--- src/mv_params.svh ---
`ifndef MV_PARAMS_SVH
`define MV_PARAMS_SVH

// lane count, also the matrix dimension
`define MV_LANES 8

// signed input word width
`define MV_WORD_W 14

// product and row sum width
// everything past this many bits wraps
`define MV_RESULT_W 28

// row address width into each column memory
`define MV_ROW_W 3

// result buffer entries, power of two
`define MV_FIFO_DEPTH 16

// register stages in the adder tree
`define MV_TREE_STAGES 3

`endif

--- src/mv_pkg.sv ---
`include "mv_params.svh"

package mv_pkg;

    // one input element
    typedef logic signed [`MV_WORD_W-1:0] word_t;

    // lane product or row sum
    typedef logic signed [`MV_RESULT_W-1:0] result_t;

    // row index into a column memory
    typedef logic [`MV_ROW_W-1:0] row_t;

    // one bit per lane, at most one set
    typedef logic [`MV_LANES-1:0] lane_mask_t;

    // everything a lane needs to capture one input word
    typedef struct packed {
        // column memory write select
        lane_mask_t matrix_we;
        // vector register write select
        lane_mask_t vector_we;
        // matrix row being filled
        row_t       row;
        // the word itself
        word_t      data;
    } bank_write_t;

endpackage

--- src/result_fifo.sv ---
`include "mv_params.svh"

module result_fifo (
    input  logic                                  clk,
    input  logic                                  reset,
    input  logic                                  wr_en,
    input  logic                                  output_ready,
    input  mv_pkg::result_t                       wr_data,
    output logic                                  output_valid,
    output mv_pkg::result_t                       output_data,
    output logic [$clog2(`MV_FIFO_DEPTH + 1)-1:0] free_count
);
    import mv_pkg::*;

    localparam int PTR_W = $clog2(`MV_FIFO_DEPTH);
    localparam int CNT_W = $clog2(`MV_FIFO_DEPTH + 1);

    result_t          mem [`MV_FIFO_DEPTH];
    logic [PTR_W-1:0] wr_ptr;
    logic [PTR_W-1:0] rd_ptr;
    // entries currently held
    logic [CNT_W-1:0] count;
    logic             rd_en;

    // first word fall-through, head is always visible
    assign output_valid = count != '0;
    assign output_data  = mem[rd_ptr];
    assign rd_en        = output_valid && output_ready;
    assign free_count   = CNT_W'(`MV_FIFO_DEPTH) - count;

    // storage only, no reset
    always_ff @(posedge clk) begin
        if (wr_en) begin
            mem[wr_ptr] <= wr_data;
        end
    end

    // pointers wrap on their own since depth is a power of two
    always_ff @(posedge clk) begin
        if (reset) begin
            wr_ptr <= '0;
            rd_ptr <= '0;
            count  <= '0;
        end else begin
            if (wr_en) begin
                wr_ptr <= wr_ptr + 1'b1;
            end
            if (rd_en) begin
                rd_ptr <= rd_ptr + 1'b1;
            end
            case ({wr_en, rd_en})
                2'b10:   count <= count + 1'b1;
                2'b01:   count <= count - 1'b1;
                default: count <= count;
            endcase
        end
    end

    // upstream checks free_count before issuing, so a full buffer never sees a write
    a_no_overflow: assert property (@(posedge clk) disable iff (reset)
        wr_en |-> count != CNT_W'(`MV_FIFO_DEPTH));

endmodule

--- config.mk ---
export PLATFORM = sky130hd
export DESIGN_NAME = result_fifo
export DESIGN_NICKNAME = d
export VERILOG_FILES = /design/src/mv_pkg.sv /design/src/result_fifo.sv
export VERILOG_INCLUDE_DIRS = /design/src
export SDC_FILE = /design/constraint.sdc
export NUM_CORES = 1
export LEC_CHECK = 0
export ABC_AREA = 1
export BUFFER_PORTS_ARGS = -buffer_cell sky130_fd_sc_hd__clkbuf_2
export CORE_UTILIZATION = 45
export DETAILED_ROUTE_END_ITERATION = 6
export PLACE_DENSITY = 0.63
export SYNTH_ARGS = -nofsm -noshare
export SYNTH_HDL_FRONTEND = slang
export SYNTH_SLANG_ARGS = --single-unit
export TNS_END_PERCENT = 10
--- constraint.sdc ---
create_clock -name clk -period 4.9 [get_ports clk]
set_clock_uncertainty 0.05 [all_clocks]
set_input_delay 0.245 -clock clk [delete_from_list [all_inputs] [get_ports clk]]
set_output_delay 0.245 -clock clk [all_outputs]
set_load 0.005 [all_outputs]
==> impl_metrics.py <==
metrics = {
    "yosys": {
        "ys_seq_area_share_pct": 69.6,
        "yosysWarnings": 0,
        "synth_fp_nets": 1597,
        "syn_area_per_cell_sq_um": 12.7,
        "ys_ff_latch": 465,
        "syn_area_sq_um": 19800,
        "synth_cell_types": 26,
        "syn_inst": 1555,
    },
    "floorplanning": {
        "rows": 76,
        "io_pins": 66,
        "dieArea_sq_um": 44900,
        "die_y_um": 212,
        "initial_core_util_pct": 45.8,
        "die_w_um": 212,
        "coreArea_sq_um": 43300,
    },
    "sta": {
        "fmax_ghz": 0.311,
        "setup_viol": 0,
        "slew_headroom_pct": 34.6,
        "period_needed_ns": 3.21,
        "slew_viol_final": 0,
        "hold_viol": 0,
        "worst_slew_pin_slew_ns": 0.981,
        "period_share_pct": 65.6,
        "rsz0062_at_grt": "false",
        "fin_setup_tns_ns": 0,
    },
    "place": {
        "gp_congestion": 0.774,
        "portBuffers": 65,
        "dp_hpwl_um": 22300,
    },
    "layout": {
        "fin_nets": 1650,
        "regArea_sq_um": 13800,
        "fillers": 3676,
        "drive_above_1_share_pct": 20.8,
        "fin_util_pct": 51.2,
        "area_growth_pct": 11.8,
        "antenna_cells": 0,
        "multi_input_area_sq_um": 4390,
    },
    "routing": {
        "drc": 0,
        "routed_wirelength_um": 43200,
        "ant_nets": 0,
        "drt_iter0_markers": 951,
        "via_per_inst": 5.22,
        "vias": 11600,
        "wire_per_inst_um": 19.3,
        "drt_pre_antenna_iters": 6,
    },
    "global_route": {
        "grtUsageTotal_pct": 19.8,
        "grt.overflow.total": 0,
        "grt_first_pass_wirelength_um": 66400,
        "grt_pass1_vias": 11300,
        "grt_max_degree": 91,
        "antenna_found_initial": 0,
    },
    "power": {
        "ir_drop_v": 0.000364,
        "leakage_uw": 0.00785,
        "powerDensity_nw_per_um2": 474,
    },
    "clocking": {
        "cts_tree": "yes",
        "root_buffer": "clkbuf_16",
        "clkTransAtPathRegs_ns": 0.06,
        "cts_made_buffers": 49,
        "clock_latency_ns": 0.57,
        "cts_max_level": 2,
        "cts-resized-gates": 0,
        "postCtsHoldBufs": 2,
        "cts.sinks": 465,
        "post_cts_buffers": 0,
        "clockBufferDepth": 3,
    },
    "setup_path": {
        "critPathLaunchType": "flop",
        "cp.required_ns": 4.61,
        "critical_path_class": "flop to output port",
        "critPathArrivalTime_ns": 2.92,
        "worst-path-max-fanout": 29,
        "critPathCaptureType": "output port",
    },
    "job": {
        "maxCapViolCount": 0,
    },
    "hold_path": {
        "hold_path_class": "input port to flop",
    },
    "outcome": {
        "status": "finished clean",
    },
}
-- cell usage in the layout, fill, tap and decap left out --
cell / count
clkinv_1: 9
o21ai_1: 8
inv_1: 192
o21a_1: 1
nor4_1: 1
clkinvlp_4: 2
o21ai_0: 113
edfxtp_1: 448
clkbuf_2: 65
buf_4: 23
nor2_1: 10
dfxtp_1: 13
nor2_4: 16
nand2_1: 122
inv_6: 1
clkbuf_16: 51
dlygate4sd3_1: 2
buf_12: 5
a21oi_1: 123
nand3_1: 176
dfxtp_4: 2
clkinv_2: 59
xor2_1: 2
clkbuf_1: 17
nand2_2: 50
xnor2_1: 2
bufinv_16: 6
o211ai_2: 56
ha_1: 10
dfxtp_2: 2
inv_2: 5
o211ai_1: 56
-- metrics by stage --
step	hold WS, ns	std cells	cell area (sq um)	total power [uW]	setup slack (ns)
4_1_cts	0.000163	2233	22200	10600	1.57
2_1_floorplan	0.289	1555	19800	6460	2.41
3_5_place_dp	0.390	2140	20500	6890	2.04
6_report	0.0283	2233	22200	10500	1.69
5_1_grt	0.0308	2233	22200	11000	1.54
3_3_place_gp	0.397	2140	20500	6850	2.20
-- final timing paths --
kind	from	to	slack (ns)	cells after the start
setup / recovery	flop	output_data[25]	1.69	5
setup reg to reg	count[0]	count[4]	1.95	19
hold reg to reg	rd_ptr[3]	flop	0.42	1
hold / removal	wr_data[25]	mem[3][25]	0.03	1
-- Yosys cell counts, drive strengths merged --
cell type,instances,share of area (%)
xor2,2,0.088
nor4,1,0.032
dfxtp,17,1.7
xnor2,2,0.088
clkinv,54,1.4
ha,10,0.63
nand2,172,3.9
buf,77,3.4
nor2,26,0.49
o21ai,121,3.1
edfxtp,448,68
clkbuf,16,0.30
o211ai,112,5.7
nand3,176,4.4
o21a,1,0.038
inv,197,3.7
a21oi,123,3.1
-- flip-flops by register name (all words and copies together), names as in the netlist, named ones only --
register  flops
mem         448
count         5
rd_ptr        4
wr_ptr        4
-- kinds of logic after synthesis --
kind of cell / Yosys count / share of synthesized area, %
flops: 465 / 69.6
xor+xnor: 4 / 0.177
fa+ha+maj: 10 / 0.632
compound gates: 357 / 11.9
simple gates: 375 / 8.86
buf+inv: 344 / 8.84
-- critical path, stage by stage, from the launching register on --
cell and delay [ns]:
dfxtp_2 0.97, inv_1 0.60, buf_4 0.41, nand3_1 0.12, nand2_1 0.10, clkbuf_2 0.12
-- layer usage --
metal	share of wire [%]	GRT usage [%]	vias up
li1	-	-	5599
met1	45	27.1	5711
met2	48	32.8	288
met3	5.6	3.60	48
met4	1.4	4.75	0
met5	0	0	-
-- power by group --
group          total (uW)  leakage, uW  internal, uW  switching [uW]
clock                3700     0.000772          2220            1480
sequential           4610      0.00419          4440             168
combinational        2190      0.00289           814            1380
total               10500      0.00785          7480            3030
-- cell type report --
class / count / share of cell area, %
multi-input combinational: 746 / 19.8
timing repair buffer: 95 / 2.79
tap: 585 / 3.30
inverter: 251 / 4.56
clock inverter: 23 / 1.19
sequential: 465 / 62.3
clock buffer: 68 / 6.05
Power figures use the tool's default switching activity.
