## config.mk

```make
export PLATFORM = sky130hd
export DESIGN_NAME = load_sequencer
export DESIGN_NICKNAME = d
export VERILOG_FILES = /design/src/mv_pkg.sv /design/src/load_sequencer.sv
export VERILOG_INCLUDE_DIRS = /design/src
export SDC_FILE = /design/constraint.sdc
export NUM_CORES = 1
export LEC_CHECK = 0
export BUFFER_PORTS_ARGS = -buffer_cell sky130_fd_sc_hd__buf_2
export CAP_MARGIN = 20
export CORE_UTILIZATION = 38
export CTS_CLUSTER_SIZE = 20
export DETAILED_ROUTE_END_ITERATION = 10
export GPL_ROUTABILITY_DRIVEN = 0
export GPL_TIMING_DRIVEN = 1
export PLACE_DENSITY = 0.77
export SYNTH_ARGS = -nofsm -noshare
export SYNTH_HDL_FRONTEND = slang
export SYNTH_SLANG_ARGS = --single-unit
```

## constraint.sdc

```tcl
create_clock -name clk -period 2 [get_ports clk]
set_clock_uncertainty 0.15 [all_clocks]
set_input_delay 0.2 -clock clk [delete_from_list [all_inputs] [get_ports clk]]
set_output_delay 0.2 -clock clk [all_outputs]
set_load 0.05 [all_outputs]
```

## src/mv_params.svh

```systemverilog
`ifndef MV_PARAMS_SVH
`define MV_PARAMS_SVH

// lane count, also the matrix dimension
`define MV_LANES 8

// signed input word width
`define MV_WORD_W 14

// product and row sum width
// everything past this many bits wraps
`define MV_RESULT_W 28

// row address width into each column memory
`define MV_ROW_W 3

// result buffer entries, power of two
`define MV_FIFO_DEPTH 16

// register stages in the adder tree
`define MV_TREE_STAGES 3

`endif

```

## src/mv_pkg.sv

```systemverilog
`include "mv_params.svh"

package mv_pkg;

    // one input element
    typedef logic signed [`MV_WORD_W-1:0] word_t;

    // lane product or row sum
    typedef logic signed [`MV_RESULT_W-1:0] result_t;

    // row index into a column memory
    typedef logic [`MV_ROW_W-1:0] row_t;

    // one bit per lane, at most one set
    typedef logic [`MV_LANES-1:0] lane_mask_t;

    // everything a lane needs to capture one input word
    typedef struct packed {
        // column memory write select
        lane_mask_t matrix_we;
        // vector register write select
        lane_mask_t vector_we;
        // matrix row being filled
        row_t       row;
        // the word itself
        word_t      data;
    } bank_write_t;

endpackage

```

## src/load_sequencer.sv

```systemverilog
`include "mv_params.svh"

module load_sequencer (
    input  logic                                  clk,
    input  logic                                  reset,
    input  logic                                  input_valid,
    input  logic                                  new_matrix,
    input  mv_pkg::word_t                         input_data,
    input  logic [$clog2(`MV_FIFO_DEPTH + 1)-1:0] free_count,
    output logic                                  input_ready,
    output mv_pkg::bank_write_t                   bank_wr,
    output mv_pkg::row_t                          rd_row,
    output logic                                  issue
);
    import mv_pkg::*;

    localparam int LANE_W     = $clog2(`MV_LANES);
    // drain ends once the last row has passed read, product and tree
    localparam int DRAIN_LAST = `MV_TREE_STAGES + 1;
    localparam int DRAIN_W    = $clog2(DRAIN_LAST + 1);

    typedef enum logic [1:0] {
        PH_LOAD,
        PH_COMPUTE,
        PH_DRAIN
    } phase_t;

    phase_t            phase;
    logic [LANE_W-1:0] lane_cnt;
    row_t              wr_row;
    row_t              row_cnt;
    logic [DRAIN_W-1:0] drain_cnt;
    // set once the first word of a load is taken
    logic              started;
    // still in the matrix part of the load
    logic              mat_flag;
    logic              accept;
    logic              is_matrix;
    logic              lane_wrap;
    lane_mask_t        lane_sel;

    // only the load phase takes words
    assign input_ready = phase == PH_LOAD;
    assign accept      = input_valid && input_ready;

    // new_matrix counts on the first word only
    assign is_matrix = started ? mat_flag : new_matrix;
    assign lane_wrap = lane_cnt == LANE_W'(`MV_LANES - 1);
    assign lane_sel  = lane_mask_t'(1) << lane_cnt;

    // one-hot bank select and the same word for every lane
    always_comb begin
        bank_wr.matrix_we = (accept && is_matrix) ? lane_sel : '0;
        bank_wr.vector_we = (accept && !is_matrix) ? lane_sel : '0;
        bank_wr.row       = wr_row;
        bank_wr.data      = input_data;
    end

    // row 0 waits for room for a full result set
    // later rows follow back to back
    assign issue  = (phase == PH_COMPUTE) && (row_cnt != '0 || free_count >= `MV_LANES);
    assign rd_row = row_cnt;

    always_ff @(posedge clk) begin
        if (reset) begin
            phase     <= PH_LOAD;
            lane_cnt  <= '0;
            wr_row    <= '0;
            row_cnt   <= '0;
            drain_cnt <= '0;
            started   <= 1'b0;
            mat_flag  <= 1'b0;
        end else begin
            case (phase)
                PH_LOAD: begin
                    if (accept) begin
                        started  <= 1'b1;
                        lane_cnt <= lane_wrap ? '0 : lane_cnt + 1'b1;
                        mat_flag <= is_matrix;
                        if (lane_wrap && is_matrix) begin
                            // step to the next row
                            wr_row   <= wr_row + 1'b1;
                            mat_flag <= wr_row != row_t'(`MV_LANES - 1);
                        end else if (lane_wrap) begin
                            // last vector word
                            phase   <= PH_COMPUTE;
                            started <= 1'b0;
                        end
                    end
                end
                PH_COMPUTE: begin
                    if (issue) begin
                        row_cnt <= row_cnt + 1'b1;
                        if (row_cnt == row_t'(`MV_LANES - 1)) begin
                            phase <= PH_DRAIN;
                        end
                    end
                end
                PH_DRAIN: begin
                    // wait for the last row to reach the FIFO
                    drain_cnt <= drain_cnt + 1'b1;
                    if (drain_cnt == DRAIN_W'(DRAIN_LAST)) begin
                        drain_cnt <= '0;
                        phase     <= PH_LOAD;
                    end
                end
                default: phase <= PH_LOAD;
            endcase
        end
    end

    // rows leave back to back and the burst stops after the last row
    a_row_burst: assert property (@(posedge clk) disable iff (reset)
        issue |=> issue == (rd_row != '0));

endmodule

```

==> metrics.md <==
| Metric | Value |
|---|---|
| Crit Path Class | reg -> out |
| Reg2reg setup slack | 0.30 ns |
| GRT met3 Usage | around 5% |
| Final routed DRC violation total | 0 |
| GRT met1 Usage | 18.4% |
| R2R cell count | 4 |
| CORE AREA | 0.00276 mm2 |
| EDFF count, synth | 0 |
| Commonest cells in the netlist | dfxtp_1, and3_1, buf_4 |
| Minimum clock period | 1.95 ns |
| Clock Path Buffers | 2 |
| Largest net degree at the start of global routing | 18 |
| LEAKAGE | 0.675 nW |
| Worst setup margin | approximately 0.055 ns |
| NetSw | 0.191 mW |
| Met2 global-route usage | 30.8% |
| CP endpoint kind | output port |
| Crit Path Max Fanout | 7 |
| Design area | 0.00141 mm2 |
| Die H | ~56 um |
| Initial drt markers | 47 |
| Area contributors post-synth | dfxtp_1, ha_1, buf_4, and3_1, a21oi_1 |
| Synthesized instance count | 130 |
| Total CTS buffers | 3 |
| Top-area cell type share of the netlist area | slightly below 30% |
| Yosys top cell by area | dfxtp_1 |
| Share of total power in sequential cells | between 50 and 60% |
| Setup crit start kind | flop |
| Reg2reg end | wr_row[0] |
| Fin crit share | between 90% and 100% |
| Clock Latency Late Sink | a little under 0.3 ns |
| Logic pwr share | 21.6% |
| Final Hold Fails | 0 |
| H-tree depth | 1 |
| CTS tree | built |
| Die W | 55.9 um |
| Worst R2R Start | phase[1] |
| Synth unique cells | 30 |
| Finished Core Util | 51.0% |
| Area growth syn-to-layout | 27.3% |
| Slowest stage delay, CP | 0.44 ns |
| Cell Area, Synth | 0.00110 mm2 |
| Setup WS pre-CTS | 0.173 ns |
| Mapped Nets | 166 |
| All-Layer GR Usage | 17.1% |
| Synth warn | 0 |
| Setup Viol. Count Final | 0 |
| Initial Util | 40.1% |
| Synth Flop Type | dfxtp_1 |
| Clock transition at path regs | 0.09 ns |
| FF+latch count, synth | 16 |
| Root buf cell | clkbuf_4 |
| Post-placement cell count | 180 |
| Vias in the first global route | 939 |
| First-pass GRT wire length | 4130 um |
| Total global routing overflow | 0 |
| WHS Path Cells | 2 |
| Share of cells above drive strength 1 | between 30% and 40% |
| Pwr per Cell Area | 454 mW/mm2 |
| Worst-Margin Slew | 0.370 ns |
| Io pins | 61 |
| Clk pwr share | 26.5% |
| Antenna cells | 0 |
| RSZ-0062 raised after global routing | true |
| Sw Ratio | 30.0% |
| CTS Hold Bufs | 0 |
| Hold path endpoint | drain_cnt[2] |
| Worst Hold Class | in -> reg |
| Row count | 19 |
| Final ANT Viol Nets | 0 |
| Clock tree sinks | 16 |
| Max Cap Viol | 0 |
| CP cell instances | or3b_4 > nor2_4 > and3_1 > buf_6 |
| Via-to-Cell Ratio | 5.24 |
| Hold_sp | reset |
| WL final | about 2500 um |
| Final Non-Filler Cells | between 150 and 200 |
| Pre-antenna DRT Iters | 4 |
| Crit path buf inv count | 1 |
| Worst path top cell family by delay | simple AND/OR/NAND/NOR gates |
| Sequential area share after synthesis | 29.0% |
| Post-DR wirelength/cell | 13.6 um |
| Initial antenna violation count | 0 |
| Final Max Tran Viols | 0 |
| Hpwl dp | ~1800 um |
| Peak Freq | between 500 and 600 MHz |
| Die ar. | 0.00313 mm2 |
| Most frequent cell after synthesis | dfxtp_1 |
| Max_slew headroom | 74.8% |
| Global route hottest layer | met2 |
| Total number of vias | a little under 1000 |
| Status | complete, no violations |
| WP data required | 1.65 ns |
| Final Net Count | 192 |
| CP max stage cell | or3b_4 |
| Synth async-reset ratio | 0% |
| Internal power | 0.447 mW |
| Port Buf Inserts | 29 |
| Crit path arrival time | 1.60 ns |
| Max IR drop VDD | 0.000375 V |
| Placement Cell Area | 0.00123 mm2 |
| Mean Syn Cell Area | about 8.5 um2 |
## worst max path at each step
stage	cells past startpoint	slack, ns	endpoint	startpoint
finish	4	0.05	bank_wr[17]	phase[1]
global route	4	-0.02	bank_wr[22]	phase[1]
CTS	4	0.01	bank_wr[24]	started
detailed placement	4	0.17	bank_wr[31]	phase[0]
global placement	4	0.22	bank_wr[32]	phase[0]
floorplan	5	0.01	rd_row[0]	rd_row[0]
## per-stage QoR
step | total power, mW | hold slack [ns] | setup TNS, ns
after global routing | 0.682 | 0.135 | -0.0729
after CTS | 0.632 | 0.121 | 0
after detailed placement | 0.450 | 0.250 | 0
after global placement | 0.444 | 0.250 | 0
final | 0.638 | 0.133 | 0
after floorplan | 0.492 | 0.299 | 0
## final cells by class
| class | count | area (um2) |
|---|---|---|
| Multi-Input combinational cell | 87 | 677 |
| Tap cell | 31 | 38.8 |
| Fill cell | 257 | 1350 |
| Clock buffer | 3 | 22.5 |
| Inverter | 10 | 37.5 |
| Sequential cell | 16 | 332 |
| Timing Repair Buffer | 38 | 299 |
## state kept, by name, summed over array words and instances, names as in the netlist
register / count
drain_cnt: 3
lane_cnt: 3
mat_flag: 1
phase: 2
rd_row: 3
started: 1
wr_row: 3
## cells in the final DEF (no fill, tap or decap), types with 2 or more instances in the layout
cell      Yosys  final
nor2_1        9      7
nand4_1       2      2
inv_1        10      9
buf_4        14     12
ha_1         13     11
a32o_1        2      2
nor2b_1       3      3
dfxtp_2       0      3
nand3_1       5      5
a21oi_1       9      9
clkbuf_4      0      3
dfxtp_4       0      2
buf_2         0     14
nand2_1       9      9
dfxtp_1      16     11
mux2_4        0      2
and3_1       14     13
buf_6         1     11
nor2_4        0      3
o31ai_1       2      2
o21ai_0       2      2
## kinds of logic (layout without fill, tap and decap cells)
| family | count (synthesis) | after routing | synth area share (%) |
|---|---|---|---|
| adders and majority gates | 13 | 13 | 14.7 |
| AOI/OAI and AO/OA | 18 | 18 | 10.4 |
| muxes | 5 | 5 | 4.87 |
| DFF | 16 | 16 | 29.0 |
| buffers and inverters | 27 | 51 | 14.6 |
| and+or+nand+nor | 51 | 51 | 26.4 |
## routing by layer
layer	part of all wire [%]	vias to the layer above
li1	-	484
met1	39	442
met2	55	40
met3	5.2	4
met4	0.75	0
met5	0	-
## timing repair
action | in CTS | in global routing
endpoints found under the hold margin | 0 | 0
resized for setup | 21 | 21
setup endpoints to repair | 15 | 16
setup buffers | 1 | 1
pin swaps | 2 | 2
## power by group through the flow
stage,clock [mW],sequential (mW),combinational [mW]
2_1_floorplan,0,0.337,0.155
3_3_place_gp,0,0.336,0.108
3_5_place_dp,0,0.337,0.113
4_1_cts,0.179,0.330,0.123
5_1_grt,0.200,0.332,0.149
6_report,0.169,0.332,0.138
No activity file was read; power rests on OpenSTA's default activity.
