[config.mk]
export PLATFORM = sky130hd
export DESIGN_NAME = lane_multiplier
export DESIGN_NICKNAME = d
export VERILOG_FILES = /design/src/mv_pkg.sv /design/src/lane_multiplier.sv
export VERILOG_INCLUDE_DIRS = /design/src
export SDC_FILE = /design/constraint.sdc
export NUM_CORES = 1
export LEC_CHECK = 0
export ABC_AREA = 1
export BUFFER_PORTS_ARGS = -buffer_cell sky130_fd_sc_hd__buf_2
export CAP_MARGIN = 0
export CORE_MARGIN = 3
export CORE_UTILIZATION = 40
export DETAILED_ROUTE_END_ITERATION = 7
export PLACE_DENSITY = 0.68
export SKIP_LAST_GASP = 1
export SLEW_MARGIN = 20
export SYNTH_ARGS = -nofsm -noshare
export SYNTH_HDL_FRONTEND = slang
export SYNTH_SLANG_ARGS = --single-unit
[constraint.sdc]
create_clock -name clk -period 7.75 [get_ports clk]
set_input_delay 1.55 -clock clk [delete_from_list [all_inputs] [get_ports clk]]
set_output_delay 1.55 -clock clk [all_outputs]
set_load 0.02 [all_outputs]
[src/mv_params.svh]
`ifndef MV_PARAMS_SVH
`define MV_PARAMS_SVH

// lane count, also the matrix dimension
`define MV_LANES 8

// signed input word width
`define MV_WORD_W 14

// product and row sum width
// everything past this many bits wraps
`define MV_RESULT_W 28

// row address width into each column memory
`define MV_ROW_W 3

// result buffer entries, power of two
`define MV_FIFO_DEPTH 16

// register stages in the adder tree
`define MV_TREE_STAGES 3

`endif

[src/mv_pkg.sv]
`include "mv_params.svh"

package mv_pkg;

    // one input element
    typedef logic signed [`MV_WORD_W-1:0] word_t;

    // lane product or row sum
    typedef logic signed [`MV_RESULT_W-1:0] result_t;

    // row index into a column memory
    typedef logic [`MV_ROW_W-1:0] row_t;

    // one bit per lane, at most one set
    typedef logic [`MV_LANES-1:0] lane_mask_t;

    // everything a lane needs to capture one input word
    typedef struct packed {
        // column memory write select
        lane_mask_t matrix_we;
        // vector register write select
        lane_mask_t vector_we;
        // matrix row being filled
        row_t       row;
        // the word itself
        word_t      data;
    } bank_write_t;

endpackage

[src/lane_multiplier.sv]
`include "mv_params.svh"

module lane_multiplier (
    input  logic            clk,
    input  logic            reset,
    input  logic            matrix_we,
    input  logic            vector_we,
    input  mv_pkg::row_t    wr_row,
    input  mv_pkg::row_t    rd_row,
    input  mv_pkg::word_t   wr_data,
    output mv_pkg::result_t product
);
    import mv_pkg::*;

    // one column of W, indexed by row
    word_t col_mem [`MV_LANES];
    // registered read of the column memory
    word_t rd_word;
    // this lane's element of x
    word_t vec_word;

    always_ff @(posedge clk) begin
        if (matrix_we) begin
            col_mem[wr_row] <= wr_data;
        end
        rd_word <= col_mem[rd_row];
    end

    // kept across vector-only loads until overwritten
    always_ff @(posedge clk) begin
        if (vector_we) begin
            vec_word <= wr_data;
        end
    end

    // signed multiply sized to the result width
    // 14 x 14 bits always fits in 28
    always_ff @(posedge clk) begin
        product <= rd_word * vec_word;
    end

    // the sequencer selects matrix or vector per word, never both
    a_one_target: assert property (@(posedge clk) disable iff (reset)
        !(matrix_we && vector_we));

endmodule

==> results by stage, run 1 <==
Outcome:
- The run finished with clean final reports.

Synth:
- The biggest area contributor in the post-synthesis netlist is sky130_fd_sc_hd__fa_1.
- The fraction of the mapped netlist area in compound gates is 4.09%.
- The count of yosys warnings during synthesis is 0.
- The top cell type's share of synthesized area is between 20% and 30%.
- In this run, synthesis produced a sequential element count of between 150 and 200.
- For this run, the leading register cell type out of synthesis is sky130_fd_sc_hd__edfxtp_1.
- The number of nets produced by synthesis is 1818.
- The number of flops mapped to enable cells by yosys is 126.
- The sequential area share after synthesis is 33.0%.
- The parity-gate share of the synthesized area counting xor and xnor cells is between 1 and 1.5%.
- The proportion of synthesized area in mux cells is 0%.
- Counting instances in the post-synthesis netlist gives the leading cell types as sky130_fd_sc_hd__inv_1 (382), sky130_fd_sc_hd__nand2_1 (376), sky130_fd_sc_hd__fa_1 (195), sky130_fd_sc_hd__edfxtp_1 (126), sky130_fd_sc_hd__nor2_1 (126).
- After Yosys synthesis, and, or, nand and nor cells account for between 15 and 20% of the synthesized area.
- The number of distinct library cells after synthesis is 32.
- The fraction of synthesis flops using an asynchronous set or reset pin is 0%.
- After synthesis, the largest family of logic cells by area is adder cells.
- Of the total synthesized cell area, the portion taken by full adders, half adders and majority gates is about a third.
- Ranked by total cell area, the synthesized netlist is headed by sky130_fd_sc_hd__fa_1 (28%), sky130_fd_sc_hd__edfxtp_1 (27%), sky130_fd_sc_hd__inv_1 (10%).
- The combined area of all synthesized cells is 14000 um^2.
- In the synthesized netlist, the number of instances is 1532.
- The most used standard cell by instance count after synthesis is sky130_fd_sc_hd__inv_1.
- The average cell area after synthesis is 9.14 um^2.

CTS:
- Clock latency on the worst-skew pair, taken at its later pin, is 0.44 ns.
- The deepest level of the CTS H-tree is 4.
- Buffers added to address setup during post-CTS repair amount to 0.
- The quantity of gates resized following cts is 0.
- The count of hold-fix buffers inserted at cts is 0.
- The clock sink total is 168.
- Clock-pin slew was measured on the worst setup and hold paths at 0.08 ns.
- The clock root buffer master is sky130_fd_sc_hd__clkbuf_16.
- The longest clock path from root to sink contains 2 buffers.
- The number of buffers added by the clock tree synthesis step is 17.
- TritonCTS built the clock tree.

Drt:
- Using the TritonRoute via totals, the vias-per-cell ratio works out to 4.85.
- The post-route DRC violation count is 0.
- The final route contains 9771 vias.
- The number of routed nets with antenna violations is 0.
- The iteration-0 DRC count of the detailed router is approximately 570.
- The count of TritonRoute iterations in the first routing pass is 5.
- After detailed routing, the average wire length per cell comes to 14.9 um.
- Summed over all layers, the routed wires come to around 30 mm.

STA:
- For the final routed database, the setup TNS stands at 0 ns.
- Dividing the final minimum period by the clock period gives around four fifths.
- The count of final max-slew check failures is 0.
- The setup-violating endpoint count in the final report is 0.
- The clock period minus worst slack is 6.17 ns.
- Timing would allow up to 0.162 GHz.
- Headroom to the max-slew limit came out at 34.5%.
- The number of hold violations in the final report was 0.
- The worst setup skew after layout is around 0.018 ns.
- For the pin with the worst max-slew slack, the measured transition is 0.981 ns.
- Setup repair after global routing left no endpoint under its margin.

Floorplan:
- The number of top-level pins is 52.
- The initial utilization of the core area, before any placement, comes to 41.1%.
- The height of the die is 193 um.
- The die extent in x is 193 um.
- The floorplan step defined a die boundary enclosing between 30000 and 40000 um^2.
- In this run the core area contains 67 standard-cell rows.
- The core footprint is 34000 um^2.

Worst setup path:
- The largest fanout on the critical path is 14.
- Traced cell by cell, the critical path runs through nand2_1 -> fa_1 -> fa_1 -> inv_1 -> fa_1 -> inv_1 -> fa_1 -> fa_1 -> fa_1 -> inv_1 -> ha_1 -> nand2_1 -> nor2_1 -> nand3_1 -> nor2_1 -> nand2_1 -> nand3_1 -> inv_1 -> nand2_1 -> nand2_1.
- The data required time of the worst path is 8.08 ns.
- The cell type group with the largest total delay on the critical path is adder cells.
- STA classifies the critical path endpoint as a flip-flop.
- Counting both buffers and inverters, the worst setup path holds a total of 4.
- Among all stages on the critical path, the largest delay is contributed by sky130_fd_sc_hd__fa_1.
- Counting stages on the worst path, the most repeated cell is sky130_fd_sc_hd__fa_1.
- STA puts the critical path data arrival time at 6.51 ns.
- The peak per-stage delay on the critical path is between 0.7 and 0.8 ns.
- The worst setup path is of the reg -> reg kind.
- The nature of the critical path startpoint is a flip-flop.

Final layout:
- The multi-input gate area in the final layout is 7720 um^2.
- Across the whole layout, storage elements account for 4620 um^2.
- In the final design database the tool counted 1839 nets.
- The layout overhead on the synthesized area is 8.35%.
- Of the cells placed in the final design, the portion with a size suffix greater than 1 is 7.28%.
- Counting the fill cells in the layout gives 3276.

Global route:
- Global routing consumed, over all layers together, 17.3% of the routing resources.
- Entering global routing, the biggest net connects 58 pins.
- The wire length of the first global-routing pass is 50.5 mm.
- The via count of the first global-routing pass is 10300.
- The number of antenna violations at the first check in global routing came to 4.
- The global route total overflow is 0.

Run:
- The tool flagged a number of max-cap violations equal to 0.

Hold path:
- The type of the worst min-delay path is reg -> reg.

Placement:
- In this run the tool buffered the top-level ports with 50 buffer cells.
- Routability-driven placement finished with a final weighted congestion of 0.883.
- The half-perimeter wire length of the detailed placement result is 22.4 mm.
flip-flops by register name (all words and copies together) (netlist names):
name	count
product	28
vec_word	14
col_mem	112
rd_word	14
cell families (layout without fill, tap and decap cells):
logic type,Yosys count,after routing
and+or+nand+nor,562,562
AOI/OAI and AO/OA,90,90
adders and majority gates,262,262
buffers and inverters,434,468
xor gates and xnor gates,16,16
other,0,1
DFF,168,168
cells in the final DEF, fill, tap and decap left out:
cell,count
sky130_fd_sc_hd__clkinv_4,1
sky130_fd_sc_hd__clkinv_1,2
sky130_fd_sc_hd__o21bai_2,1
sky130_fd_sc_hd__inv_6,4
sky130_fd_sc_hd__inv_1,382
sky130_fd_sc_hd__diode_2,1
sky130_fd_sc_hd__clkinvlp_4,2
sky130_fd_sc_hd__nand2_2,6
sky130_fd_sc_hd__nor2_1,118
sky130_fd_sc_hd__xnor2_1,3
sky130_fd_sc_hd__nor2_2,14
sky130_fd_sc_hd__nor2_4,1
sky130_fd_sc_hd__and2_1,2
sky130_fd_sc_hd__nand4_1,11
sky130_fd_sc_hd__fa_1,195
sky130_fd_sc_hd__o21ai_1,2
sky130_fd_sc_hd__a21oi_2,1
sky130_fd_sc_hd__dfxtp_1,42
sky130_fd_sc_hd__nand3_1,25
sky130_fd_sc_hd__ha_1,67
sky130_fd_sc_hd__buf_2,50
sky130_fd_sc_hd__a21oi_1,21
sky130_fd_sc_hd__edfxtp_1,126
sky130_fd_sc_hd__or2_2,4
sky130_fd_sc_hd__o21bai_1,3
sky130_fd_sc_hd__nand3_2,3
sky130_fd_sc_hd__clkinv_8,1
sky130_fd_sc_hd__nand3b_1,2
sky130_fd_sc_hd__inv_8,4
sky130_fd_sc_hd__clkinv_2,1
sky130_fd_sc_hd__nand2_1,376
sky130_fd_sc_hd__xor2_1,13
sky130_fd_sc_hd__clkbuf_16,17
sky130_fd_sc_hd__o32ai_1,28
sky130_fd_sc_hd__o21ai_0,34
sky130_fd_sc_hd__inv_2,4
final cells by class:
| type | count | area share (%) |
|---|---|---|
| clock buffer | 17 | 2.80 |
| timing repair buffer | 50 | 1.65 |
| inverter | 386 | 9.55 |
| antenna | 1 | 0.0165 |
| sequential | 168 | 30.5 |
| clock inverter | 15 | 0.874 |
| tap | 448 | 3.70 |
| multi-input combinational | 930 | 50.9 |
per-stage QoR:
stage / util, % / instances / area, um^2 / setup slack, ns / hold WS, ns
2_1_floorplan: - / 1532 / 14000 / 2.48 / 0.498
3_5_place_dp: 42.9 / 1982 / 14600 / 1.65 / 0.595
4_1_cts: 44.6 / 2014 / 15200 / 1.60 / 0.606
3_3_place_gp: 42.9 / 1982 / 14600 / 1.70 / 0.586
5_1_grt: 44.6 / 2015 / 15200 / 1.24 / 0.651
6_report: 44.6 / 2015 / 15200 / 1.58 / 0.603
final timing paths:
check	startpoint	cells after the start	endpoint	slack (ns)
worst max-delay path	vec_word[2]	20	product[27]	1.58
worst min-delay path	col_mem[3][3]	4	rd_word[3]	0.60
worst max register to register	vec_word[2]	20	product[27]	1.58
worst min register to register	col_mem[3][3]	4	rd_word[3]	0.60
worst register-to-register path: stages, from the launching register on:
cell and delay, ns:
sky130_fd_sc_hd__edfxtp_1 0.74, sky130_fd_sc_hd__nand2_1 0.26, sky130_fd_sc_hd__fa_1 0.57, sky130_fd_sc_hd__fa_1 0.78, sky130_fd_sc_hd__inv_1 0.20, sky130_fd_sc_hd__fa_1 0.52, sky130_fd_sc_hd__inv_1 0.06, sky130_fd_sc_hd__fa_1 0.55
sky130_fd_sc_hd__fa_1 0.44, sky130_fd_sc_hd__fa_1 0.52, sky130_fd_sc_hd__inv_1 0.05, sky130_fd_sc_hd__ha_1 0.44, sky130_fd_sc_hd__nand2_1 0.15, sky130_fd_sc_hd__nor2_1 0.16, sky130_fd_sc_hd__nand3_1 0.10, sky130_fd_sc_hd__nor2_1 0.09
sky130_fd_sc_hd__nand2_1 0.07, sky130_fd_sc_hd__nand3_1 0.21, sky130_fd_sc_hd__inv_1 0.07, sky130_fd_sc_hd__nand2_1 0.06, sky130_fd_sc_hd__nand2_1 0.04
metal layers:
layer,vias up,track usage [%],part of all wire (%)
li1,4624,-,-
met1,4794,22.4,43
met2,280,29.4,48
met3,67,3.45,5.9
met4,6,5.34,2.4
met5,-,0,0.14
Power of run 1 is left out: the tool's default activity adds up to more than one toggle a clock period on the data nets, which glitch-free logic cannot reach.
==> run 2: changes to the inputs <==
--- a/config.mk
+++ b/config.mk
@@ -6,7 +6,7 @@
 export SDC_FILE = /design/constraint.sdc
 export NUM_CORES = 1
 export LEC_CHECK = 0
-export ABC_AREA = 1
+export ABC_AREA = 0
 export BUFFER_PORTS_ARGS = -buffer_cell sky130_fd_sc_hd__buf_2
 export CAP_MARGIN = 0
 export CORE_MARGIN = 3
==> constraint.sdc (replaced) <==
create_clock -name clk -period 5.9 [get_ports clk]
set_input_delay 1.18 -clock clk [delete_from_list [all_inputs] [get_ports clk]]
set_output_delay 1.18 -clock clk [all_outputs]
set_load 0.02 [all_outputs]
==> results by stage, run 2 <==
Synth:
- The most used flip-flop cell after synthesis is sky130_fd_sc_hd__edfxtp_1.
- Sequential cells were found to cover between 30% and 40% of the synthesized design area.
- The number of nets handed over by synthesis was 1358.
- Synthesis produced a netlist whose cell count is 1072.
- The average cell area after synthesis is roughly 12 um^2.
- The count of yosys warnings during synthesis is 0.
- The cell accounting for the most synthesized area is sky130_fd_sc_hd__fa_1.
- The most used standard cell by instance count after synthesis is sky130_fd_sc_hd__inv_1.
- The combined area of all synthesized cells is 13200 um^2.
- Counting flops with an async set or reset pin after synthesis yields a share of 0%.
- Synthesis inferred about 170 register bits.
- The number of distinct library cells after synthesis is between 50 and 60.
- The number of flops mapped to enable cells by yosys is 126.
- The synthesized design devotes to its leading area cell type around 30% of total area.
- Ranked by instance count, the synthesized netlist is headed by sky130_fd_sc_hd__inv_1 (210), sky130_fd_sc_hd__fa_1 (195), sky130_fd_sc_hd__edfxtp_1 (126), sky130_fd_sc_hd__and2_1 (104), sky130_fd_sc_hd__nand2_1 (89).
- In the post-synthesis netlist, the biggest area contributors are sky130_fd_sc_hd__fa_1 (30%), sky130_fd_sc_hd__edfxtp_1 (29%), sky130_fd_sc_hd__dfxtp_1 (6.4%).

CTS:
- In this run the deepest clock path goes through 2 buffers.
- The tree is rooted in a sky130_fd_sc_hd__clkbuf_16.
- The clock-pin slew of the registers on the worst-case setup and hold paths is 0.08 ns.
- The deepest level of the CTS H-tree is 4.
- TritonCTS built the clock tree.
- Clock tree synthesis inserted a total of 17 buffers.
- The later pin in the worst-skew pair is clocked with a latency of 0.44 ns.
- The number of hold buffers added after CTS was 0.
- Counting every sink on the clock net gives about 170.

STA:
- The count of final max-slew check failures is 0.
- Final hold analysis gives a worst-case slack of 0.677 ns.
- The worst setup skew after layout is 0.0178 ns.
- Measured against its own limit, the worst slew margin works out to 33.9%.
- The maximum clock frequency is approximately 0.17 GHz.
- Setup violations remaining at the end of the flow were counted as 0.
- At the pin with the least slew margin, the transition time is 0.991 ns.
- After layout, the worst path uses 97.1% of the clock period.
- The number of hold violations in the final report is 0.
- The final worst setup slack is about 0.17 ns.
- The clock period minus worst slack is 5.73 ns.

Final layout:
- The net total in the final layout is 1449.
- The register with the most flip-flops in the layout has 112 of them.
- The filler cell count in the final layout is 2859.
- The share of post-route cells with drive strength above 1 is a little under a fifth.
- The largest registers in the layout are col_mem (112), product (28).
- The largest register by flop count is col_mem.
- Compared with the post-synthesis result, the final layout area differs by 14.3%.
- The commonest non-fill, non-tap cell in the layout is sky130_fd_sc_hd__inv_1.
- In the layout the commonest cells are sky130_fd_sc_hd__inv_1 (210), sky130_fd_sc_hd__fa_1 (193), sky130_fd_sc_hd__edfxtp_1 (126), sky130_fd_sc_hd__and2_1 (101), sky130_fd_sc_hd__nand2_1 (89).
- The number of antenna diodes is 0.
- The finished cells cover 15100 um^2.

Placement:
- The area of placed instances is about 14000 um^2.
- Routability-driven placement finished with a final weighted congestion of between 0.8 and 0.9.
- The half-perimeter wire length of the detailed placement result is 19.5 mm.
- The number of buffer cells added on primary ports is 50.
- At the placement stage, the worst setup path has a slack of -0.00758 ns.

Drt:
- In the routed design, unresolved DRC markers number 0.
- The detail route stage leaves a number of antenna-violating nets equal to 0.
- For this block, the routed nets add up to 26.1 mm of wire.
- After detailed routing, the average wire length per cell comes to 16.2 um.
- The first routing iteration left roughly 330 violations.
- The final route contains 7770 vias.
- The count of TritonRoute iterations in the first routing pass is 4.
- The number of vias per cell after detailed routing is 4.82.

Worst setup path:
- The nature of the critical path startpoint is a flip-flop.
- Along the worst path, the maximum fanout reaches 7.
- The endpoint of the worst register-to-register path is product[27].
- In this run the critical register-to-register path is launched from vec_word[3].
- The worst register-to-register path has a depth of 17.
- STA classifies the critical path endpoint as a flip-flop.
- In this run the worst setup path begins at vec_word[3].
- The most critical setup path has its endpoint at product[27].
- At the worst endpoint, the required time is 6.27 ns.
- The setup slack of the most critical reg-to-reg path is 0.17 ns.
- The category of the most critical setup path is reg -> reg.
- The critical path arrival is roughly 6.1 ns.

Hold path:
- The type of the worst min-delay path is reg -> reg.

Outcome:
- The run finished with clean final reports.

Global route:
- The number of antenna violations at the first check in global routing is 1.
- Entering global routing, the biggest net connects 29 pins.
- The global route total overflow is 0.
- The via count of the first global-routing pass came to between 8000 and 9000.
- The wire length of the first global-routing pass is 44.8 mm.
- Global routing used 16.1% of the available tracks.

Floorplan:
- The core region is 32000 um^2.
- The total number of placement rows is 65.
- The height of the die is about 190 um.
- Once the floorplan was initialized, standard cells occupied 41.1% of the core.
- The die extent in x is about 190 um.
- The number of top-level pins is 52.
- The floorplan die area is ~35000 um^2.

Run:
- The tool flagged a number of max-cap violations equal to 0.
run 2: cells by family after synthesis:
kind of cell / after synthesis / synth area share [%]
AND/OR/NAND/NOR: 254 / 10.1
XOR/XNOR: 32 / 2.13
flip-flops: 168 / 35.1
buffers and inverters: 250 / 7.16
multiplexers: 43 / 6.06
AO/OA/AOI/OAI: 63 / 3.50
adder cells (fa/ha/maj): 262 / 36.0
run 2: repair_timing:
item                                   in CTS  in global routing
endpoints found under the hold margin       0                  0
resized for setup                           0                 19
pin swaps                                   0                  5
buffers inserted                            1                  6
setup endpoints to repair                   1                  9
cloned                                      0                  0
run 2: cell type report:
cell class,instances,area (um^2),area share [%]
Inverter,210,788,5.23
Tap cell,435,544,3.61
Clock buffer,18,429,2.85
Timing Repair Buffer,112,795,5.28
Multi-Input combinational cell,654,7690,51.0
Sequential cell,168,4630,30.8
Clock inverter,14,181,1.20
run 2: worst min-delay path by stage:
| stage | from | slack, ns | to | depth (start not counted) |
|---|---|---|---|---|
| 2_1_floorplan | vec_word[0] | 0.50 | product[0] | 1 |
| 3_3_place_gp | col_mem[6][3] | 0.66 | rd_word[3] | 2 |
| 3_5_place_dp | col_mem[3][11] | 0.67 | rd_word[11] | 2 |
| 4_1_cts | col_mem[3][11] | 0.68 | rd_word[11] | 2 |
| 5_1_grt | col_mem[6][1] | 0.71 | rd_word[1] | 2 |
| 6_report | col_mem[3][11] | 0.68 | rd_word[11] | 2 |
run 2: worst max-delay path, cell delays in order (launching register included):
cell and delay, ns:
sky130_fd_sc_hd__edfxtp_1 0.55, sky130_fd_sc_hd__buf_4 0.22, sky130_fd_sc_hd__and2_1 0.16, sky130_fd_sc_hd__fa_1 0.48, sky130_fd_sc_hd__fa_1 0.54, sky130_fd_sc_hd__fa_1 0.45, sky130_fd_sc_hd__fa_1 0.56, sky130_fd_sc_hd__fa_1 0.43
sky130_fd_sc_hd__fa_1 0.45, sky130_fd_sc_hd__ha_1 0.31, sky130_fd_sc_hd__a2111o_1 0.45, sky130_fd_sc_hd__nand2b_4 0.16, sky130_fd_sc_hd__o2111ai_4 0.22, sky130_fd_sc_hd__buf_12 0.15, sky130_fd_sc_hd__nor3_4 0.05, sky130_fd_sc_hd__nand3b_4 0.14
sky130_fd_sc_hd__a211o_1 0.30, sky130_fd_sc_hd__o21ai_2 0.05
run 2: through the flow:
stage	util, %	TNS [ns]	cells
final	47.0	0	1611
after global routing	47.0	-0.0438	1611
after CTS	46.5	0	1605
after detailed placement	44.6	-0.00758	1572
after global placement	44.6	0	1572
after floorplan	-	0	1072
run 2: layer usage:
layer	vias up	GRT usage, %	part of all wire [%]
li1	3599	-	-
met1	3986	20.3	43
met2	152	28.7	52
met3	31	3.23	4.0
met4	2	3.52	1.2
met5	-	0	0.069
Power of run 2 is left out for the same reason.
