File: config.mk
export PLATFORM = sky130hd
export DESIGN_NAME = adder_tree
export DESIGN_NICKNAME = d
export VERILOG_FILES = /design/src/mv_pkg.sv /design/src/adder_tree.sv
export VERILOG_INCLUDE_DIRS = /design/src
export SDC_FILE = /design/constraint.sdc
export NUM_CORES = 1
export LEC_CHECK = 0
export BUFFER_PORTS_ARGS = -buffer_cell sky130_fd_sc_hd__buf_2
export CAP_MARGIN = 20
export CORE_UTILIZATION = 45
export CTS_CLUSTER_SIZE = 30
export DETAILED_ROUTE_END_ITERATION = 16
export PLACE_DENSITY = 0.7
export SYNTH_ARGS = -nofsm -noshare
export SYNTH_HDL_FRONTEND = slang
export SYNTH_SLANG_ARGS = --single-unit
File: constraint.sdc
create_clock -name clk -period 2.51 [get_ports clk]
set_input_delay 0.251 -clock clk [delete_from_list [all_inputs] [get_ports clk]]
set_output_delay 0.251 -clock clk [all_outputs]
set_load 0.1 [all_outputs]
File: src/mv_params.svh
`ifndef MV_PARAMS_SVH
`define MV_PARAMS_SVH

// lane count, also the matrix dimension
`define MV_LANES 8

// signed input word width
`define MV_WORD_W 14

// product and row sum width
// everything past this many bits wraps
`define MV_RESULT_W 28

// row address width into each column memory
`define MV_ROW_W 3

// result buffer entries, power of two
`define MV_FIFO_DEPTH 16

// register stages in the adder tree
`define MV_TREE_STAGES 3

`endif

File: src/mv_pkg.sv
`include "mv_params.svh"

package mv_pkg;

    // one input element
    typedef logic signed [`MV_WORD_W-1:0] word_t;

    // lane product or row sum
    typedef logic signed [`MV_RESULT_W-1:0] result_t;

    // row index into a column memory
    typedef logic [`MV_ROW_W-1:0] row_t;

    // one bit per lane, at most one set
    typedef logic [`MV_LANES-1:0] lane_mask_t;

    // everything a lane needs to capture one input word
    typedef struct packed {
        // column memory write select
        lane_mask_t matrix_we;
        // vector register write select
        lane_mask_t vector_we;
        // matrix row being filled
        row_t       row;
        // the word itself
        word_t      data;
    } bank_write_t;

endpackage

File: src/adder_tree.sv
`include "mv_params.svh"

module adder_tree (
    input  logic                                clk,
    input  logic                                reset,
    input  logic                                in_valid,
    input  mv_pkg::result_t [`MV_LANES-1:0]    products,
    output mv_pkg::result_t                     sum,
    output logic                                sum_valid
);
    import mv_pkg::*;

    localparam int HALF    = `MV_LANES / 2;
    localparam int QUARTER = `MV_LANES / 4;

    // partial sums after the first two levels
    result_t [HALF-1:0]    stage1;
    result_t [QUARTER-1:0] stage2;
    // valid travels with the data, one bit per stage
    logic [`MV_TREE_STAGES-1:0] valid_pipe;

    // datapath registers, no reset needed
    // every add wraps at the result width
    always_ff @(posedge clk) begin
        // 8 to 4
        for (int i = 0; i < HALF; i++) begin
            stage1[i] <= products[2*i] + products[2*i+1];
        end
        // 4 to 2
        for (int i = 0; i < QUARTER; i++) begin
            stage2[i] <= stage1[2*i] + stage1[2*i+1];
        end
        // 2 to 1
        sum <= stage2[0] + stage2[1];
    end

    always_ff @(posedge clk) begin
        if (reset) begin
            valid_pipe <= '0;
        end else begin
            valid_pipe <= {valid_pipe[`MV_TREE_STAGES-2:0], in_valid};
        end
    end

    // sum and sum_valid leave on the same cycle
    assign sum_valid = valid_pipe[`MV_TREE_STAGES-1];

endmodule

==> impl_metrics.tcl, run 1 <==
set metrics [dict create \
    outcome "finished, violations left" \
    violations "setup timing" \
    worst_pin_slew_ps 537.7 \
    power.leakage_uw 0.008282 \
    p_int_uw 11340 \
    ys_types 75 \
    use_met1_pct 29.02 \
    endpoint_kind "flip-flop" \
    ctsHoldBuffers 0 \
    grt_max_degree 19 \
    rows 63 \
    setup_violations 7 \
    vias_per_cell 5.492 \
    rr_startpoint "stage2[28]" \
    ir_drop_mv 0.7961 \
    max_freq_ghz 0.3714 \
    ys.flop_type "dfxtp_1" \
    power.density_mw_per_mm2 1195 \
    met3_usage_pct 3.420 \
    cts_buffers 17 \
    wirelength_mm 36.24 \
    min_period_ps 2693 \
    fin_nets 2365 \
    die_w_um 175.6 \
    max_stage_delay_ps 350 \
    synth_cells 1545 \
    min_from "reset" \
    relSlewSlack_pct 63.78 \
    vias 12870 \
    cts_htree_levels 4 \
    synth_edf_count 0 \
    drc 0 \
    routedWlPerCell_um 15.46 \
    switching_power_uw 9335 \
    finalHoldViolCount 0 \
    hold_class "primary input to flip-flop" \
    rrSetupSlack_ps -180 \
    dieArea_mm2 0.03082 \
    grt_overflow 0 \
    dpl.hpwl_mm 28.99 \
    skew_ps 9.105 \
    io_pins 256 \
    yosysWarnings 0 \
    netlist_area_mm2 0.01356 \
    crit_chain "ha_4 > fa_2 > a211oi_4 > o211ai_1 > nand2_2 > buf_4 > buf_6 > buf_4 > buf_4 > buf_4 > buf_4 > buf_4 > buf_4 > buf_4 > xnor2_2" \
    synthArstFlopShare_pct 0 \
    area.growth.synth_to_final_pct 27.66 \
    top_usage_layer "met2" \
    grtUsageTotal_pct 22.41 \
    whs_ps 10.27 \
    timing.rr.end "sum[8]" \
    antenna_found_initial 0 \
    p_sw_share_pct 45.15 \
    final_cell_mix "buf_2 (255), dfxtp_1 (192), ha_1 (182), buf_4 (154), a21oi_1 (147)" \
    core_area_mm2 0.02964 \
    seq_area_frac_synth_pct 29.39 \
    io_buffer_count 255 \
    combPwrFrac_pct 63.1 \
    critPathMaxFanout 3 \
    layout-drive-gt1-share_pct 27.02 \
    synth-seq-cells 199 \
    fp.dieH_um 175.6 \
    hold_path_depth 2 \
    grt_util_met2_pct 39.30 \
    clockRootBuffer "clkbuf_16" \
    crit_required_ps 2830 \
    crit_top_cell "buf_4" \
    cp_top_family "buffers and inverters" \
    dr.pass1.iters 7 \
    cp_num_buf_inv 9 \
    rr_worst_depth 15 \
    timing_worst_setup_path_type "flip-flop to flip-flop" \
    post-route-worst-setup-slack_ps -182.8 \
    hold_path_end "valid_pipe[0]" \
    drv_slew 0 \
    ant_nets 0 \
    finalCritPeriodShare_pct 107.3 \
    cp-start-kind "flip-flop" \
    routabilityCongestion 0.9071 \
    first_global_vias 11920 \
    cts_tree "yes" \
    final_common_cell "buf_2" \
    p_clk_share_pct 13.1 \
    grt_pass1_wl_mm 56.26 \
    n_antenna_cell 0 \
    final_util_pct 58.39 \
    rsz0062_at_grt "true" \
    avgSynthCellArea_um2 8.774 \
    p_seq_share_pct 23.8 \
    cts_buffer_depth 2 \
    synth_nets 1968 \
    clk_pin_slew_worst_paths_ps 70 \
    clk_latency_ps 440 \
    slowest_stage "dfxtp_2" \
    drv_cap 0 \
    initialDrtViolationCount 956 \
    initial_utilization_pct 45.74 \
    cts_sinks 199 \
    worstPathArrival_ps 3010 \
]
-- worst reg2reg max path: stages, from the launching register on --
cell and delay (ps):
dfxtp_2 350, ha_4 140, fa_2 230, a211oi_4 80
o211ai_1 350, nand2_2 170, buf_4 180, buf_6 100
buf_4 120, buf_4 120, buf_4 120, buf_4 120
buf_4 120, buf_4 120, buf_4 130, xnor2_2 120
-- layout make-up --
cell class | count | area [um^2]
Inverter | 40 | 150.1
Clock inverter | 12 | 131.4
Fill cell | 2662 | 12330
Clock buffer | 19 | 452.9
Sequential cell | 199 | 3995
Timing Repair Buffer | 413 | 2477
Tap cell | 390 | 488.0
Multi-Input combinational cell | 1271 | 9610
-- registers in the layout, summed over array words and instances (netlist names) --
name        flops
valid_pipe      3
stage2         56
stage1        112
sum            28
-- routing by layer --
layer | vias up | wire (um)
li1 | 6490 | -
met1 | 5971 | 16600
met2 | 374 | 17390
met3 | 38 | 1863
met4 | 0 | 379
met5 | - | 0
-- Yosys cell counts (6+ instances only) --
cell | number | share of area, %
a211o_1 | 6 | 0.39
o21ai_1 | 17 | 0.63
o21ai_0 | 62 | 2.3
nand3_1 | 32 | 1.2
a21o_1 | 90 | 5.0
nor4_1 | 8 | 0.37
clkbuf_1 | 33 | 0.91
inv_1 | 40 | 1.1
a31oi_1 | 22 | 1.0
and2_1 | 9 | 0.42
nand4_1 | 32 | 1.5
o21a_1 | 26 | 1.4
xnor2_1 | 101 | 6.5
nor2b_1 | 17 | 0.78
nor2_1 | 96 | 2.7
o31ai_1 | 10 | 0.55
a21oi_1 | 157 | 5.8
and3_1 | 21 | 0.97
nor3_1 | 28 | 1.0
ha_1 | 189 | 17
fa_1 | 7 | 1.0
dfxtp_1 | 199 | 29
a211oi_1 | 18 | 1.0
nand2_1 | 109 | 3.0
o21bai_1 | 24 | 1.3
nand2b_1 | 17 | 0.78
xor2_1 | 63 | 4.1
o211ai_1 | 8 | 0.44
-- power groups by stage --
stage	combinational (uW)	sequential (uW)	clock, uW
4_1_cts	12000	4900	2750
3_3_place_gp	11300	4930	0
2_1_floorplan	6690	6450	0
5_1_grt	14000	5010	2890
3_5_place_dp	11400	4950	0
6_report	13000	4920	2710
-- what timing repair did --
item / in CTS / in global routing
resized for setup: 15 / 52
gates cloned: 0 / 0
setup endpoints to repair: 14 / 27
endpoints found under the hold margin: 0 / 0
setup buffers: 21 / 15
pin swaps: 10 / 34
-- how the worst max path moves through the flow --
stage | startpoint | end | slack, ps | cells past startpoint
finish | stage2[28] | sum[8] | -180 | 15
global route | stage2[28] | sum[26] | -210 | 11
CTS | stage1[28] | stage2[26] | -60 | 10
detailed placement | products[0] | stage1[26] | -330 | 11
global placement | products[168] | stage1[108] | -280 | 11
floorplan | stage1[28] | stage2[26] | -20 | 10
-- metrics by stage --
stage | instance area [um^2] | setup WS [ps] | setup TNS [ps] | total power (uW) | instances
finish | 17310 | -182.8 | -762.3 | 20680 | 2344
global route | 17310 | -205.6 | -1886 | 21940 | 2344
CTS | 17010 | -58.51 | -130.2 | 19670 | 2335
detailed placement | 16180 | -328.5 | -3953 | 16370 | 2283
global placement | 16180 | -284.9 | -2840 | 16210 | 2283
floorplan | 13590 | -16.00 | -21.01 | 13140 | 1545
-- logic make-up (layout without fill, tap and decap cells) --
kind of cell / Yosys count / count (layout) / share of synthesized area, %
AO/OA/AOI/OAI: 510 / 510 / 24.96
AND/OR/NAND/NOR: 400 / 400 / 14.43
XOR/XNOR: 164 / 164 / 10.60
buffers and inverters: 75 / 484 / 2.077
adder cells (fa/ha/maj): 196 / 196 / 18.48
flip-flops: 199 / 199 / 29.39
multiplexers: 1 / 1 / 0.07384
Power figures use the tool's default switching activity.
==> inputs of run 2 (changes only) <==
--- a/config.mk
+++ b/config.mk
@@ -8,10 +8,12 @@
 export LEC_CHECK = 0
 export BUFFER_PORTS_ARGS = -buffer_cell sky130_fd_sc_hd__buf_2
 export CAP_MARGIN = 20
-export CORE_UTILIZATION = 45
+export CELL_PAD_IN_SITES_DETAIL_PLACEMENT = 1
+export CELL_PAD_IN_SITES_GLOBAL_PLACEMENT = 2
+export CORE_UTILIZATION = 34
 export CTS_CLUSTER_SIZE = 30
 export DETAILED_ROUTE_END_ITERATION = 16
-export PLACE_DENSITY = 0.7
+export PLACE_DENSITY_LB_ADDON = 0.1
 export SYNTH_ARGS = -nofsm -noshare
 export SYNTH_HDL_FRONTEND = slang
 export SYNTH_SLANG_ARGS = --single-unit
==> constraint.sdc (replaced) <==
create_clock -name clk -period 2.89 [get_ports clk]
set_input_delay 0.289 -clock clk [delete_from_list [all_inputs] [get_ports clk]]
set_output_delay 0.289 -clock clk [all_outputs]
set_load 0.1 [all_outputs]
==> run 2 against run 1 <==
Against the previous run:
- the flow now finishes without violations
- sequential power fell by 13%
- first-iteration DRC count fell by 51%
- cell area fell by 5.5%
- largest power group unchanged
==> impl_metrics.tcl, run 2 (synthesis results as in run 1) <==
set metrics [dict create \
    outcome "finished, final reports clean" \
    wl_met3_mm 1.188 \
    p_int_uw 8644 \
    max_freq_ghz 0.3635 \
    cts_htree_levels 4 \
    fin_nets 2251 \
    dr.pass1.iters 5 \
    drv_slew 0 \
    drt-met1-wl_mm 20.67 \
    worst_pin_slew_ps 574.3 \
    fp.dieH_um 201.7 \
    wirelength_mm 39.67 \
    final_common_cell "buf_2" \
    p_clk_share_pct 15.0 \
    min_period_ps 2751 \
    switching_power_uw 7698 \
    timing_worst_setup_path_type "flip-flop to flip-flop" \
    grtUsageTotal_pct 19.64 \
    p_seq_share_pct 26.3 \
    area.growth.synth_to_final_pct 20.63 \
    endpoint_kind "flip-flop" \
    drv_cap 0 \
    final_area_mm2 0.01635 \
    ant_nets 0 \
    whs_ps 16.26 \
    grt_max_degree 21 \
    relSlewSlack_pct 61.31 \
    n_fill_cell 4654 \
    n_antenna_cell 0 \
    rrSetupSlack_ps 140 \
    vias 12210 \
    critPathMaxFanout 3 \
    combPwrFrac_pct 58.7 \
    vias_per_cell 5.177 \
    io_buffer_count 255 \
    clk_latency_ps 450 \
    top_layer "met4" \
    timing.rr.end "stage2[26]" \
    largest_register_ffs 112 \
    dpl.hpwl_mm 33.56 \
    grt_pass1_wl_mm 64.69 \
    initialDrtViolationCount 473 \
    routed-wl-met2_mm 17.26 \
    cp-start-kind "flip-flop" \
    place_area_mm2 0.01565 \
    worstPathArrival_ps 3090 \
    rr_startpoint "stage1[28]" \
    hold_path_end "valid_pipe[1]" \
    first_global_vias 12660 \
    skew_ps 12.55 \
    largest_register "stage1" \
    dieArea_mm2 0.04067 \
    rr_worst_depth 10 \
    core_area_mm2 0.03901 \
    reg_top3 "stage1 (112), stage2 (56), sum (28)" \
    cts_sinks 199 \
    drc 0 \
    initial_utilization_pct 34.75 \
    routedWlPerCell_um 16.81 \
    cts_tree "yes" \
    rows 72 \
    crit_required_ps 3230 \
    cts_buffer_depth 2 \
    final_cell_mix "buf_2 (255), dfxtp_1 (197), ha_1 (188), a21oi_1 (155), nand2_1 (109)" \
    finalCritPeriodShare_pct 95.19 \
    clk_pin_slew_worst_paths_ps 80 \
    power.density_mw_per_mm2 999.4 \
    io_pins 256 \
    rsz0062_at_grt "true" \
    setup_tns_ps 0 \
    finalHoldViolCount 0 \
    setup_violations 0 \
    hold_class "primary input to flip-flop" \
    setup.worst_path.start "stage1[28]" \
    min_from "reset" \
    layout-drive-gt1-share_pct 20.15 \
    clockRootBuffer "clkbuf_16" \
    ir_drop_mv 0.4863 \
    power.total_uw 16340 \
    hold_path_depth 2 \
    p_sw_share_pct 47.11 \
    grt_overflow 0 \
    cts_buffers 17 \
    power.leakage_uw 0.007696 \
    antenna_found_initial 1 \
    die_w_um 201.7 \
    routabilityCongestion 0.8522 \
]
==> run 2: per-stage QoR <==
| stage | utilization (%) | instances | setup slack, ps |
|---|---|---|---|
| 2_1_floorplan | - | 1545 | 253.7 |
| 3_3_place_gp | 40.12 | 2323 | -117.9 |
| 3_5_place_dp | 40.12 | 2323 | -164.7 |
| 4_1_cts | 41.66 | 2355 | 18.66 |
| 5_1_grt | 41.92 | 2359 | -2.995 |
| 6_report | 41.92 | 2359 | 139.1 |
==> run 2: final cells by class <==
cell class / count / area (um^2) / share of cell area [%]
multi-input cells: 1271 / 9358 / 57.23
flip-flops and latches: 199 / 3986 / 24.38
repair buffers: 299 / 1607 / 9.825
well taps: 518 / 648.1 / 3.964
clock buffers: 17 / 425.4 / 2.602
clock inverters: 15 / 177.7 / 1.087
inverters: 40 / 150.1 / 0.9182
==> run 2: worst max-delay path by stage <==
stage | slack (ps) | endpoint
3_3_place_gp | -120 | stage1[26]
6_report | 140 | stage2[26]
4_1_cts | 20 | sum[26]
2_1_floorplan | 250 | stage1[26]
3_5_place_dp | -160 | stage1[26]
5_1_grt | -3 | stage2[26]
==> run 2: power groups by stage <==
stage               clock, uW  sequential, uW  combinational [uW]
floorplan                   0            5600                5790
global placement            0            4370                9390
detailed placement          0            4380                9480
CTS                      2520            4320                9550
global route             2640            4390               10600
finish                   2450            4300                9590
==> run 2: what timing repair did <==
action / 4_1_cts / 5_1_grt
hold buffers: 0 / 0
setup endpoints to repair: 0 / 12
buffers inserted: 0 / 4
gates resized for setup: 0 / 15
==> run 2: per-layer routing <==
metal / up-vias / GRT usage [%]
met5: - / 0
met4: 0 / 4.410
met3: 32 / 2.834
met2: 171 / 31.23
met1: 5765 / 27.89
li1: 6244 / -
==> run 2: worst max-delay path: stages (launching register included) <==
cell and delay, ps:
dfxtp_2 340, ha_4 160, fa_2 400, a211oi_4 320
o21ai_2 90, a31oi_2 240, a211o_1 220, a31oi_4 110
o211a_1 270, o32a_1 360, xor2_1 140
==> inputs of run 3 (changes only) <==
--- a/config.mk
+++ b/config.mk
@@ -10,6 +10,7 @@
 export CAP_MARGIN = 20
 export CELL_PAD_IN_SITES_DETAIL_PLACEMENT = 1
 export CELL_PAD_IN_SITES_GLOBAL_PLACEMENT = 2
+export CORE_MARGIN = 3
 export CORE_UTILIZATION = 34
 export CTS_CLUSTER_SIZE = 30
 export DETAILED_ROUTE_END_ITERATION = 16
==> run 3 against run 2 <==
Against the previous run:
- global-route usage is 0.98 points lower
- core utilization is 0.087 points lower
- critical path depth stayed put
- largest power group unchanged
==> impl_metrics.tcl, run 3 (synthesis results as in run 1) <==
set metrics [dict create \
    outcome "finished, final reports clean" \
    power.total_uw 16290 \
    worst_pin_slew_ps 601.3 \
    clk_latency_ps 440 \
    cts_buffer_depth 2 \
    routedWlPerCell_um 16.88 \
    area.growth.synth_to_final_pct 20.38 \
    endpoint_kind "flip-flop" \
    core_area_mm2 0.03901 \
    cts_htree_levels 4 \
    grt_overflow 0 \
    skew_ps 12.59 \
    ir_drop_mv 0.4673 \
    grt_pass1_wl_mm 63.84 \
    io_pins 256 \
    finalHoldViolCount 0 \
    ant_nets 0 \
    rows 72 \
    final_cell_mix "buf_2 (255), dfxtp_1 (199), ha_1 (188), a21oi_1 (156), nand2_1 (109)" \
    cts_tree "yes" \
    dr.pass1.iters 5 \
    fin_nets 2250 \
    grtUsageTotal_pct 18.66 \
    dieArea_mm2 0.04230 \
    crit_required_ps 3220 \
    fp.dieH_um 205.7 \
    finalCritPeriodShare_pct 95.66 \
    largest_register_ffs 112 \
    layout-drive-gt1-share_pct 19.84 \
    drc 0 \
    power.leakage_uw 0.007686 \
    dpl.hpwl_mm 34.01 \
    ctsHoldBuffers 0 \
    timing_worst_setup_path_type "flip-flop to flip-flop" \
    drv_slew 0 \
    setup_violations 0 \
    initial_utilization_pct 34.75 \
    io_buffer_count 255 \
    critPathMaxFanout 3 \
    vias_per_cell 5.162 \
    initialDrtViolationCount 422 \
    relSlewSlack_pct 59.49 \
    hold_path_depth 2 \
    reg_top3 "stage1 (112), stage2 (56), sum (28)" \
    n_antenna_cell 0 \
    wirelength_mm 39.80 \
    rr_worst_depth 10 \
    power.density_mw_per_mm2 998.4 \
    clockRootBuffer "clkbuf_16" \
    routabilityCongestion 0.8466 \
    cts_buffers 17 \
    cp-start-kind "flip-flop" \
    antenna_found_initial 0 \
    max_freq_ghz 0.3617 \
    grt_max_degree 19 \
    clk_pin_slew_worst_paths_ps 70 \
    min_period_ps 2765 \
    place_ws_ps -115.0 \
    whs_ps 33.22 \
    n_fill_cell 4729 \
    first_global_vias 12450 \
    worstPathArrival_ps 3090 \
    die_w_um 205.7 \
    hold_class "primary input to flip-flop" \
    setup_tns_ps 0 \
    vias 12170 \
    cts_sinks 199 \
    drv_cap 0 \
    final_common_cell "buf_2" \
    largest_register "stage1" \
    post-route-worst-setup-slack_ps 125.5 \
]
run 3: changes by cell type in the layout (fill, tap and decap cells not counted), moves of 2 or more:
cell     previous run  this run
inv_8               5         0
dfxtp_1           197       199
dfxtp_2             2         0
inv_6               4         6
run 3: path summary, 6_finish.rpt:
check,from,endpoint,slack [ps]
max,stage1[0],stage2[26],130
min,reset,valid_pipe[2],30
max reg2reg,stage1[0],stage2[26],130
min reg2reg,stage2[28],sum[0],450
run 3: where the power goes:
part / leakage (uW) / switching, uW / internal [uW]
logic: 0.00572 / 6020 / 3580
registers: 0.00168 / 489 / 3810
clock network: 0.000285 / 1090 / 1300
run 3: final cells by class:
class / count / area, um^2 / share of cell area [%]
clock buffer: 18 / 429.2 / 2.630
timing repair buffer: 298 / 1599 / 9.799
inverter: 40 / 150.1 / 0.9201
tap: 518 / 648.1 / 3.972
multi-input combinational: 1271 / 9341 / 57.25
sequential: 199 / 3984 / 24.41
clock inverter: 14 / 166.4 / 1.020
run 3: worst max-delay path, cell delays in order, from the launching register on:
cell	delay, ps
dfxtp_1	310
ha_2	190
fa_2	400
a211oi_4	320
o21ai_2	90
a31oi_2	240
a211o_1	220
a31oi_4	100
o211a_1	270
o32a_1	360
xor2_1	140
run 3: metrics by stage:
stage,std cells,util [%],area [um^2]
finish,2358,41.83,16320
global route,2358,41.83,16320
CTS,2355,41.64,16240
detailed placement,2323,40.12,15650
global placement,2323,40.12,15650
floorplan,1545,-,13560
run 3: routing by layer:
metal,part of all wire [%],global-route usage (%),up-vias
met5,0,0,-
met4,1.0,3.246,0
met3,3.7,3.022,23
li1,-,-,6255
met1,52,27.32,5714
met2,44,29.14,179
run 3: repair_timing:
action | 4_1_cts | 5_1_grt
setup buffers | 0 | 3
setup endpoints to repair | 0 | 6
resized for setup | 0 | 10
